**src/include/sd_frames.svh**
```systemverilog
`ifndef sd_frames_svh
`define sd_frames_svh

// spi-mode command frames: start bits, index, argument, crc7 and end bit
localparam logic [47:0] cmd0_frame   = 48'h40_00_00_00_00_95; // go idle
localparam logic [47:0] cmd8_frame   = 48'h48_00_00_01_AA_87; // 2.7-3.6 V, pattern AA
localparam logic [47:0] cmd55_frame  = 48'h77_00_00_00_00_65; // app command prefix
localparam logic [47:0] acmd41_frame = 48'h69_40_00_00_00_77; // hcs set

// cmd17 wraps a 32-bit block address
localparam logic [7:0] cmd17_head = 8'h51;
localparam logic [7:0] cmd17_tail = 8'hFF; // crc unchecked in spi mode

`endif
```
**src/verilog/sd_pkg.sv**
```systemverilog
`default_nettype none

package sd_pkg;

	`include "sd_frames.svh"

	localparam int power_up_clks = 512;
	localparam int gap_clks = 16; // idle clocks after each exchange
	localparam int block_bytes = 512;
	localparam int frame_bits = 48;
	localparam int crc_bits = 16; // data crc after the block
	localparam logic [31:0] read_block_addr = 32'd0;
	localparam logic [7:0] data_token = 8'hFE;

	typedef logic [frame_bits-1:0] cmd_frame_t;
	typedef logic [39:0] resp_t; // r7 is 40 bits, r1 sits in the low byte
	typedef logic [7:0] r1_t;
	typedef logic [7:0] word_sel_t;
	typedef logic [15:0] data_word_t;
	typedef logic [$clog2(block_bytes)-1:0] byte_addr_t;
	typedef logic [$clog2(power_up_clks)-1:0] wait_cnt_t;

	localparam r1_t r1_idle = 8'h01;
	localparam r1_t r1_ready = 8'h00;
	localparam logic [15:0] r7_check = 16'h01_AA; // echo head and tail

	typedef struct packed {
		logic cs;
		logic din;
	} sd_bus_t;

	typedef struct packed {
		logic cmd_load;
		logic tx_en;
		logic rx_en;
		logic rx_long; // r7 instead of r1
		cmd_frame_t frame;
	} eng_ctrl_t;

	typedef enum logic [4:0] {
		st_await,
		st_cmd0_load, st_cmd0_send, st_cmd0_rcv, st_cmd0_gap,
		st_cmd8_load, st_cmd8_send, st_cmd8_rcv, st_cmd8_gap,
		st_cmd55_load, st_cmd55_send, st_cmd55_rcv, st_cmd55_gap,
		st_acmd41_load, st_acmd41_send, st_acmd41_rcv,
		st_acmd41_retry, st_acmd41_gap,
		st_success, st_error
	} init_state_t;

	typedef enum logic [2:0] {
		rd_idle, rd_load, rd_send, rd_rcv, rd_token, rd_data, rd_tail, rd_stop
	} read_state_t;

endpackage

`default_nettype wire

```
**src/verilog/sd_card_top.sv**
```systemverilog
`timescale 1ns/10ps
`default_nettype none

module sd_card_top
	import sd_pkg::*;
(
	input logic sdclk,
	input logic reset,
	input logic dout,
	input word_sel_t word_sel,
	output logic cs,
	output logic din,
	output data_word_t led,
	output logic init_ok,
	output logic init_err,
	output logic read_end,
	output logic read_err
);

	eng_ctrl_t init_ctrl;
	eng_ctrl_t read_ctrl;
	eng_ctrl_t eng_ctrl;
	sd_bus_t init_bus;
	sd_bus_t read_bus;
	sd_bus_t pin_bus;
	logic tx_din;
	logic tx_done;
	resp_t resp;
	logic resp_valid;
	logic wr_en;
	byte_addr_t wr_addr;
	logic [7:0] wr_byte;

	// read side owns the engine and pins once init is done
	assign eng_ctrl = init_ok ? read_ctrl : init_ctrl;
	assign pin_bus = init_ok ? read_bus : init_bus;
	assign cs = pin_bus.cs;
	assign din = pin_bus.din | tx_din;

	sd_init_seq u_init_seq (
		.sdclk(sdclk),
		.reset(reset),
		.tx_done(tx_done),
		.resp_valid(resp_valid),
		.resp(resp),
		.ctrl(init_ctrl),
		.bus(init_bus),
		.init_ok(init_ok),
		.init_err(init_err)
	);

	sd_read_seq u_read_seq (
		.sdclk(sdclk),
		.reset(reset),
		.start(init_ok),
		.tx_done(tx_done),
		.resp_valid(resp_valid),
		.resp(resp),
		.dout(dout),
		.ctrl(read_ctrl),
		.bus(read_bus),
		.wr_en(wr_en),
		.wr_addr(wr_addr),
		.wr_byte(wr_byte),
		.read_end(read_end),
		.read_err(read_err)
	);

	sd_cmd_tx u_cmd_tx (
		.sdclk(sdclk),
		.reset(reset),
		.ctrl(eng_ctrl),
		.din(tx_din),
		.tx_done(tx_done)
	);

	sd_resp_rx u_resp_rx (
		.sdclk(sdclk),
		.reset(reset),
		.ctrl(eng_ctrl),
		.dout(dout),
		.resp(resp),
		.resp_valid(resp_valid)
	);

	sd_block_buffer u_block_buffer (
		.sdclk(sdclk),
		.wr_en(wr_en),
		.wr_addr(wr_addr),
		.wr_byte(wr_byte),
		.word_sel(word_sel),
		.rd_word(led)
	);

endmodule

`default_nettype wire

```
**src/verilog/sd_block_buffer.sv**
```systemverilog
`timescale 1ns/10ps
`default_nettype none

module sd_block_buffer
	import sd_pkg::*;
(
	input logic sdclk,
	input logic wr_en,
	input byte_addr_t wr_addr,
	input logic [7:0] wr_byte,
	input word_sel_t word_sel,
	output data_word_t rd_word
);

	logic [7:0] mem [block_bytes];

	always_ff @(posedge sdclk) begin
		if (wr_en) begin
			mem[wr_addr] <= wr_byte;
		end
	end

	// even byte arrived first, so it is the high half
	assign rd_word = {mem[{word_sel, 1'b0}], mem[{word_sel, 1'b1}]};

endmodule

`default_nettype wire

```
**src/verilog/sd_read_seq.sv**
```systemverilog
`timescale 1ns/10ps
`default_nettype none

module sd_read_seq
	import sd_pkg::*;
(
	input logic sdclk,
	input logic reset,
	input logic start,
	input logic tx_done,
	input logic resp_valid,
	input resp_t resp,
	input logic dout,
	output eng_ctrl_t ctrl,
	output sd_bus_t bus,
	output logic wr_en,
	output byte_addr_t wr_addr,
	output logic [7:0] wr_byte,
	output logic read_end,
	output logic read_err
);

	read_state_t state;
	read_state_t next_state;
	logic [7:0] win;
	logic [7:0] win_next;
	logic [2:0] bit_cnt;
	byte_addr_t cnt; // byte index, then tail clocks
	logic byte_last;
	logic block_last;
	logic tail_last;
	r1_t r1;

	assign r1 = resp[7:0];
	assign win_next = {win[6:0], dout};
	assign byte_last = bit_cnt == 3'd7;
	assign block_last = cnt == byte_addr_t'(block_bytes - 1);
	assign tail_last = cnt == byte_addr_t'(crc_bits + gap_clks - 1);

	always_comb begin
		ctrl = '0;
		ctrl.frame = {cmd17_head, read_block_addr, cmd17_tail};
		ctrl.cmd_load = state == rd_load;
		ctrl.tx_en = state == rd_send;
		ctrl.rx_en = state == rd_rcv;
		bus.cs = state == rd_idle || state == rd_stop;
		bus.din = ~ctrl.tx_en;
	end

	always_comb begin
		next_state = state;
		case (state)
			rd_idle: next_state = start ? rd_load : state;
			rd_load: next_state = rd_send;
			rd_send: next_state = tx_done ? rd_rcv : state;
			rd_rcv: begin
				if (resp_valid) begin
					next_state = (r1 == r1_ready) ? rd_token : rd_stop;
				end
			end
			rd_token: next_state = (win_next == data_token) ? rd_data : state;
			rd_data: next_state = (byte_last && block_last) ? rd_tail : state;
			rd_tail: next_state = tail_last ? rd_stop : state; // crc and gap unchecked
			default: next_state = state;
		endcase
	end

	always_ff @(posedge sdclk or posedge reset) begin
		if (reset) begin
			state <= rd_idle;
			win <= '1;
			bit_cnt <= '0;
			cnt <= '0;
			wr_en <= 1'b0;
			read_end <= 1'b0;
			read_err <= 1'b0;
		end else begin
			state <= next_state;
			wr_en <= 1'b0;
			win <= (state == rd_token || state == rd_data) ? win_next : '1;
			bit_cnt <= (state == rd_data) ? bit_cnt + 3'd1 : '0;
			if (state == rd_data && byte_last) begin
				wr_en <= 1'b1;
				cnt <= block_last ? '0 : cnt + byte_addr_t'(1);
			end else if (state == rd_tail) begin
				cnt <= cnt + byte_addr_t'(1);
			end
			if (state == rd_rcv && resp_valid && r1 != r1_ready) begin
				read_err <= 1'b1;
			end
			if (state == rd_tail && tail_last) begin
				read_end <= 1'b1;
			end
		end
	end

	// byte completes on its eighth bit
	always_ff @(posedge sdclk) begin
		if (state == rd_data && byte_last) begin
			wr_addr <= cnt;
			wr_byte <= win_next;
		end
	end

endmodule

`default_nettype wire

```
**src/verilog/sd_init_seq.sv**
```systemverilog
`timescale 1ns/10ps
`default_nettype none

module sd_init_seq
	import sd_pkg::*;
(
	input logic sdclk,
	input logic reset,
	input logic tx_done,
	input logic resp_valid,
	input resp_t resp,
	output eng_ctrl_t ctrl,
	output sd_bus_t bus,
	output logic init_ok,
	output logic init_err
);

	init_state_t state;
	init_state_t next_state;
	wait_cnt_t wait_cnt; // power-up and gap clocks share it
	logic waiting;
	logic gap_done;
	logic echo_ok;
	r1_t r1;

	assign r1 = resp[7:0];
	assign gap_done = wait_cnt == wait_cnt_t'(gap_clks - 1);
	assign echo_ok = resp[39:32] == r7_check[15:8] && resp[7:0] == r7_check[7:0];
	assign init_ok = state == st_success;
	assign init_err = state == st_error;

	always_ff @(posedge sdclk or posedge reset) begin
		if (reset) begin
			state <= st_await;
			wait_cnt <= '0;
		end else begin
			state <= next_state;
			wait_cnt <= waiting ? wait_cnt + wait_cnt_t'(1) : '0;
		end
	end

	always_comb begin
		next_state = state;
		case (state)
			st_await: begin
				if (wait_cnt == wait_cnt_t'(power_up_clks - 1)) begin
					next_state = st_cmd0_load;
				end
			end
			st_cmd0_load: next_state = st_cmd0_send;
			st_cmd0_send: next_state = tx_done ? st_cmd0_rcv : state;
			st_cmd0_rcv: begin
				if (resp_valid) begin
					next_state = (r1 == r1_idle) ? st_cmd0_gap : st_error;
				end
			end
			st_cmd0_gap: next_state = gap_done ? st_cmd8_load : state;
			st_cmd8_load: next_state = st_cmd8_send;
			st_cmd8_send: next_state = tx_done ? st_cmd8_rcv : state;
			st_cmd8_rcv: begin
				if (resp_valid) begin
					next_state = echo_ok ? st_cmd8_gap : st_error;
				end
			end
			st_cmd8_gap: next_state = gap_done ? st_cmd55_load : state;
			st_cmd55_load: next_state = st_cmd55_send;
			st_cmd55_send: next_state = tx_done ? st_cmd55_rcv : state;
			st_cmd55_rcv: begin
				if (resp_valid) begin
					next_state = (r1 == r1_idle || r1 == r1_ready) ? st_cmd55_gap : st_error;
				end
			end
			st_cmd55_gap: next_state = gap_done ? st_acmd41_load : state;
			st_acmd41_load: next_state = st_acmd41_send;
			st_acmd41_send: next_state = tx_done ? st_acmd41_rcv : state;
			st_acmd41_rcv: begin
				if (resp_valid) begin
					if (r1 == r1_idle) begin
						next_state = st_acmd41_retry; // card still busy
					end else if (r1 == r1_ready) begin
						next_state = st_acmd41_gap;
					end else begin
						next_state = st_error;
					end
				end
			end
			st_acmd41_retry: next_state = gap_done ? st_cmd55_load : state;
			st_acmd41_gap: next_state = gap_done ? st_success : state;
			default: next_state = state; // success and error hold
		endcase
	end

	always_comb begin
		ctrl = '0;
		ctrl.frame = '1;
		bus.cs = 1'b0;
		waiting = 1'b0;
		case (state)
			st_await: begin
				bus.cs = 1'b1;
				waiting = 1'b1;
			end
			st_cmd0_load: begin
				ctrl.cmd_load = 1'b1;
				ctrl.frame = cmd0_frame;
			end
			st_cmd8_load: begin
				ctrl.cmd_load = 1'b1;
				ctrl.frame = cmd8_frame;
			end
			st_cmd55_load: begin
				ctrl.cmd_load = 1'b1;
				ctrl.frame = cmd55_frame;
			end
			st_acmd41_load: begin
				ctrl.cmd_load = 1'b1;
				ctrl.frame = acmd41_frame;
			end
			st_cmd0_send, st_cmd8_send, st_cmd55_send, st_acmd41_send: ctrl.tx_en = 1'b1;
			st_cmd0_rcv, st_cmd55_rcv, st_acmd41_rcv: ctrl.rx_en = 1'b1;
			st_cmd8_rcv: begin
				ctrl.rx_en = 1'b1;
				ctrl.rx_long = 1'b1; // r7
			end
			st_cmd0_gap, st_cmd8_gap, st_cmd55_gap, st_acmd41_retry, st_acmd41_gap: begin
				waiting = 1'b1;
			end
			default: bus.cs = 1'b1;
		endcase
		bus.din = ~ctrl.tx_en; // held high unless a frame goes out
	end

endmodule

`default_nettype wire

```
**src/verilog/sd_resp_rx.sv**
```systemverilog
`timescale 1ns/10ps
`default_nettype none

module sd_resp_rx
	import sd_pkg::*;
(
	input logic sdclk,
	input logic reset,
	input eng_ctrl_t ctrl,
	input logic dout,
	output resp_t resp,
	output logic resp_valid
);

	localparam int resp_bits = $bits(resp_t);

	resp_t shift_q;
	logic held;
	logic start_seen;

	// the card's first zero is the r1 msb, it lands at bit 7 or bit 39
	assign start_seen = ctrl.rx_long ? ~shift_q[resp_bits-1] : ~shift_q[7];
	assign resp = shift_q;
	assign resp_valid = ctrl.rx_en & start_seen & ~held;

	always_ff @(posedge sdclk or posedge reset) begin
		if (reset) begin
			shift_q <= '1;
			held <= 1'b0;
		end else if (!ctrl.rx_en) begin
			shift_q <= '1;
			held <= 1'b0;
		end else begin
			if (!start_seen) begin
				shift_q <= {shift_q[resp_bits-2:0], dout};
			end
			held <= start_seen; // valid only on the first cycle
		end
	end

endmodule

`default_nettype wire

```
**src/verilog/sd_cmd_tx.sv**
```systemverilog
`timescale 1ns/10ps
`default_nettype none

module sd_cmd_tx
	import sd_pkg::*;
(
	input logic sdclk,
	input logic reset,
	input eng_ctrl_t ctrl,
	output logic din,
	output logic tx_done
);

	cmd_frame_t frame_q;
	logic [5:0] bit_cnt; // runs one past frame_bits, then holds

	always_ff @(posedge sdclk) begin
		if (ctrl.cmd_load) begin
			frame_q <= ctrl.frame;
		end else if (ctrl.tx_en && bit_cnt < 6'(frame_bits)) begin
			frame_q <= {frame_q[frame_bits-2:0], 1'b1};
		end
	end

	always_ff @(posedge sdclk or posedge reset) begin
		if (reset) begin
			bit_cnt <= '0;
			din <= 1'b1;
			tx_done <= 1'b0;
		end else begin
			din <= 1'b1; // line idles high
			tx_done <= 1'b0;
			if (ctrl.cmd_load) begin
				bit_cnt <= '0;
			end else if (ctrl.tx_en) begin
				if (bit_cnt < 6'(frame_bits)) begin
					din <= frame_q[frame_bits-1]; // msb first
				end
				if (bit_cnt <= 6'(frame_bits)) begin
					bit_cnt <= bit_cnt + 6'd1;
				end
				tx_done <= bit_cnt == 6'(frame_bits);
			end
		end
	end

endmodule

`default_nettype wire

```
**config.mk**
```make
export PLATFORM = sky130hd
export DESIGN_NAME = sd_card_top
export DESIGN_NICKNAME = d
export VERILOG_FILES = /design/src/verilog/sd_pkg.sv /design/src/verilog/sd_card_top.sv /design/src/verilog/sd_block_buffer.sv /design/src/verilog/sd_read_seq.sv /design/src/verilog/sd_init_seq.sv /design/src/verilog/sd_resp_rx.sv /design/src/verilog/sd_cmd_tx.sv
export VERILOG_INCLUDE_DIRS = /design/src /design/src/include
export SDC_FILE = /design/constraint.sdc
export NUM_CORES = 2
export LEC_CHECK = 0
export BUFFER_PORTS_ARGS = -buffer_cell sky130_fd_sc_hd__buf_2
export CORE_ASPECT_RATIO = 0.75
export CORE_MARGIN = 1
export CORE_UTILIZATION = 25
export DETAILED_ROUTE_END_ITERATION = 10
export SLEW_MARGIN = 20
export SYNTH_ARGS = -nofsm -noshare
export SYNTH_HDL_FRONTEND = slang
export SYNTH_SLANG_ARGS = --single-unit
```
**constraint.sdc**
```tcl
create_clock -name sdclk -period 8.6 [get_ports sdclk]
set_input_delay 1.72 -clock sdclk [delete_from_list [all_inputs] [get_ports sdclk]]
set_output_delay 1.72 -clock sdclk [all_outputs]
set_load 0.005 [all_outputs]
```
==> results.ini <==
[global_route]
grt_pass1_wl_microns = 609000
grt_max_degree = 186
antenna_found_initial = 25
grt_pass1_vias = 80455
grt_overflow_total = 0
grt.total_usage_pct = 12.3

[yosys]
synth.distinct_cells = 67
synth_seq_cells = 4248
syn_area_sq_um = 166000
synth_top_area_share_pct = 75.2
syn_area_per_cell_sq_um = 20.2
synth_area_leaders = edfxtp_1, mux4_2, mux2i_1
synth-edff-count = 4160
async_flop_share_pct = 2.07
synth_largest_area_cell = edfxtp_1
ys_dominant_reg_cell = edfxtp_1
netlist_instances = 8243
ys.warnings.count = 0
synth-seq-area-share_pct = 76.6
syn_nets = 8262

[hold_path]
min_path_type = register to register
whs_path_depth = 1

[cells_and_area]
drive_gt1_share_pct = 19.9
final_nets = 8394
syn_to_final_growth_pct = 14.0
final-instance-count-excl-fill = 17542
layout_common_cells = edfxtp_1, mux4_2, nor2_1
final_common_cell = edfxtp_1

[clock_tree]
cts.path.max_buffers = 4
cts_buffers = 384
cts.sinks = 4248
cts_root_buffer = clkbuf_16
cts_resized = 0
post_cts_buffers = 0
cts_tree = built
htreeDepth = 5
cts_hold_buf = 0
insertion_delay_ps = 970
path_clk_slew_ps = 60

[worst_setup_path]
path_max_fanout = 65
crit_type = input port to primary output
ff2ff_path_depth = 4
critPathCaptureType = primary output
cp-start-kind = input port
crit_arrival_ps = 5770
required_ps = 6880

[detailed_routing]
first_pass_iters = 5
met3_length_microns = 40900
drt_iter0_markers = 10765
wl_met1_microns = 195000
routed.top_layer = met5
via_per_inst = 4.75
antenna_left = 0
routed_wl_microns = 429000
vias = 83264
drc_errors = 0
wire_per_inst_microns = 24.4
met2_length_microns = 183000

[placed_design]
gp_congestion = 0.809
dpl.cell_count = 16828
io_buffers = 32
dp_hpwl_microns = 258000

[floorplanning]
fp.dieH_microns = 708
die_x_microns = 943
rows = 258
num_io_pins = 33
die_area_sq_um = 668000
start_util_pct = 25.2
core_area_sq_um = 660000

[power_and_ir_drop]
power_density_nw_per_um2 = 216
leakagePower_nw = 46.4
peakVddDrop_mv = 0.166

[timing]
setup_viol = 0
drv_slew = 0
finalSetupTns_ps = 0
finalCritPeriodShare_pct = 87.0
fin_crit_ps = 7490
rsz0062_at_grt = false
skew_ps = 75.6
tightest_slew_ps = 1270
finalHoldViolCount = 0
slew_headroom_pct = 15.3
fmax_mhz = 134

[run]
drv_cap = 0

[outcome]
status = completed

[cell type report]
class,instances,area [sq um]
antenna,18,45.0
clock buffer,463,10000
clock inverter,232,2370
fill,64171,471000
inverter,18,83.8
multi-input combinational,3460,36000
sequential,4248,127000
tap,8840,11100
timing repair buffer,263,2590
[critical path, stage by stage]
cell      delay, ps
buf_12          470
buf_12          360
buf_4           320
mux2i_1         110
o221ai_1        510
o21ai_1         160
a32oi_1         500
nand3_1         350
nor4_2          690
buf_4           250
buf_2           120
[stage by stage]
stage	power, mW	area (sq um)	setup WS (ps)	hold WS [ps]	utilization, %
floorplan	23.6	166000	1010	408	-
global placement	24.1	177000	1100	427	26.8
detailed placement	24.1	177000	1070	440	26.8
CTS	41.1	189000	1050	452	28.7
global route	41.9	189000	936	468	28.7
finish	40.9	189000	1110	447	28.7
[sequential cells by signal, indices dropped and copies added, names as in the netlist]
name / cells
u_block_buffer.mem: 4096
u_cmd_tx.frame_q: 47
u_resp_rx.resp: 40
u_init_seq.wait_cnt: 9
u_read_seq.cnt: 9
u_read_seq.wr_addr: 9
u_read_seq.wr_byte: 8
u_read_seq.win: 7
u_cmd_tx.bit_cnt: 6
u_init_seq.state: 5
u_read_seq.bit_cnt: 3
u_read_seq.state: 3
u_cmd_tx.din: 1
u_cmd_tx.tx_done: 1
u_read_seq.read_end: 1
u_read_seq.read_err: 1
u_read_seq.wr_en: 1
u_resp_rx.held: 1
[Yosys cell counts, drive strengths merged, types with 10 or more instances]
master / count
xor2: 11
nor3: 135
mux2i: 626
and3: 15
mux4: 814
or3: 12
o41ai: 17
inv: 17
a22o: 32
a21o: 10
a2111oi: 10
nand4: 15
nor2b: 13
dfstp: 48
o21ai: 85
a22oi: 21
a32oi: 11
buf: 252
nand3: 81
or4: 15
o211ai: 12
o22ai: 136
nor2: 631
nor4: 27
dfrtp: 40
a211oi: 14
and2: 35
edfxtp: 4160
a21oi: 126
nand2: 226
o221ai: 228
clkbuf: 265
a31oi: 27
[worst paths after layout]
path | startpoint | endpoint | slack (ps)
worst max-delay path | word_sel[0] | led[0] | 1110
min in group asynchronous | reset | u_cmd_tx.bit_cnt[4] | 850
worst min-delay path | u_cmd_tx.frame_q[47] | u_cmd_tx.din | 450
max in group asynchronous | reset | u_read_seq.cnt[2] | 6640
worst max register to register | u_read_seq.wr_addr[8] | u_block_buffer.mem[399][7] | 4730
worst min register to register | u_cmd_tx.frame_q[47] | u_cmd_tx.din | 450
[layer usage]
metal  track usage [%]  vias up
met1              18.8    44557
met2              17.6     3808
met3              2.86      540
li1                  -    34355
met5             0.302        -
met4              2.85        4
[where the power goes]
part | total (mW) | leakage, nW | internal (mW) | switching (mW)
combinational | 1.26 | 12.7 | 0.455 | 0.804
sequential | 22.4 | 27.7 | 22.4 | 0
clock | 17.3 | 6.01 | 9.58 | 7.73
[cell families (layout without fill, tap and decap cells)]
| group | after synthesis | in the layout | synth area share [%] |
|---|---|---|---|
| flops | 4248 | 4248 | 76.6 |
| mux | 1445 | 1445 | 14.8 |
| simple gates | 1242 | 1242 | 3.30 |
| compound gates | 749 | 749 | 3.19 |
| buf+inv | 535 | 976 | 1.95 |
| xor+xnor | 16 | 16 | 0.0844 |
| fa+ha+maj | 8 | 8 | 0.0603 |
| other cells | 0 | 18 | 0 |
Power figures use the tool's default switching activity.
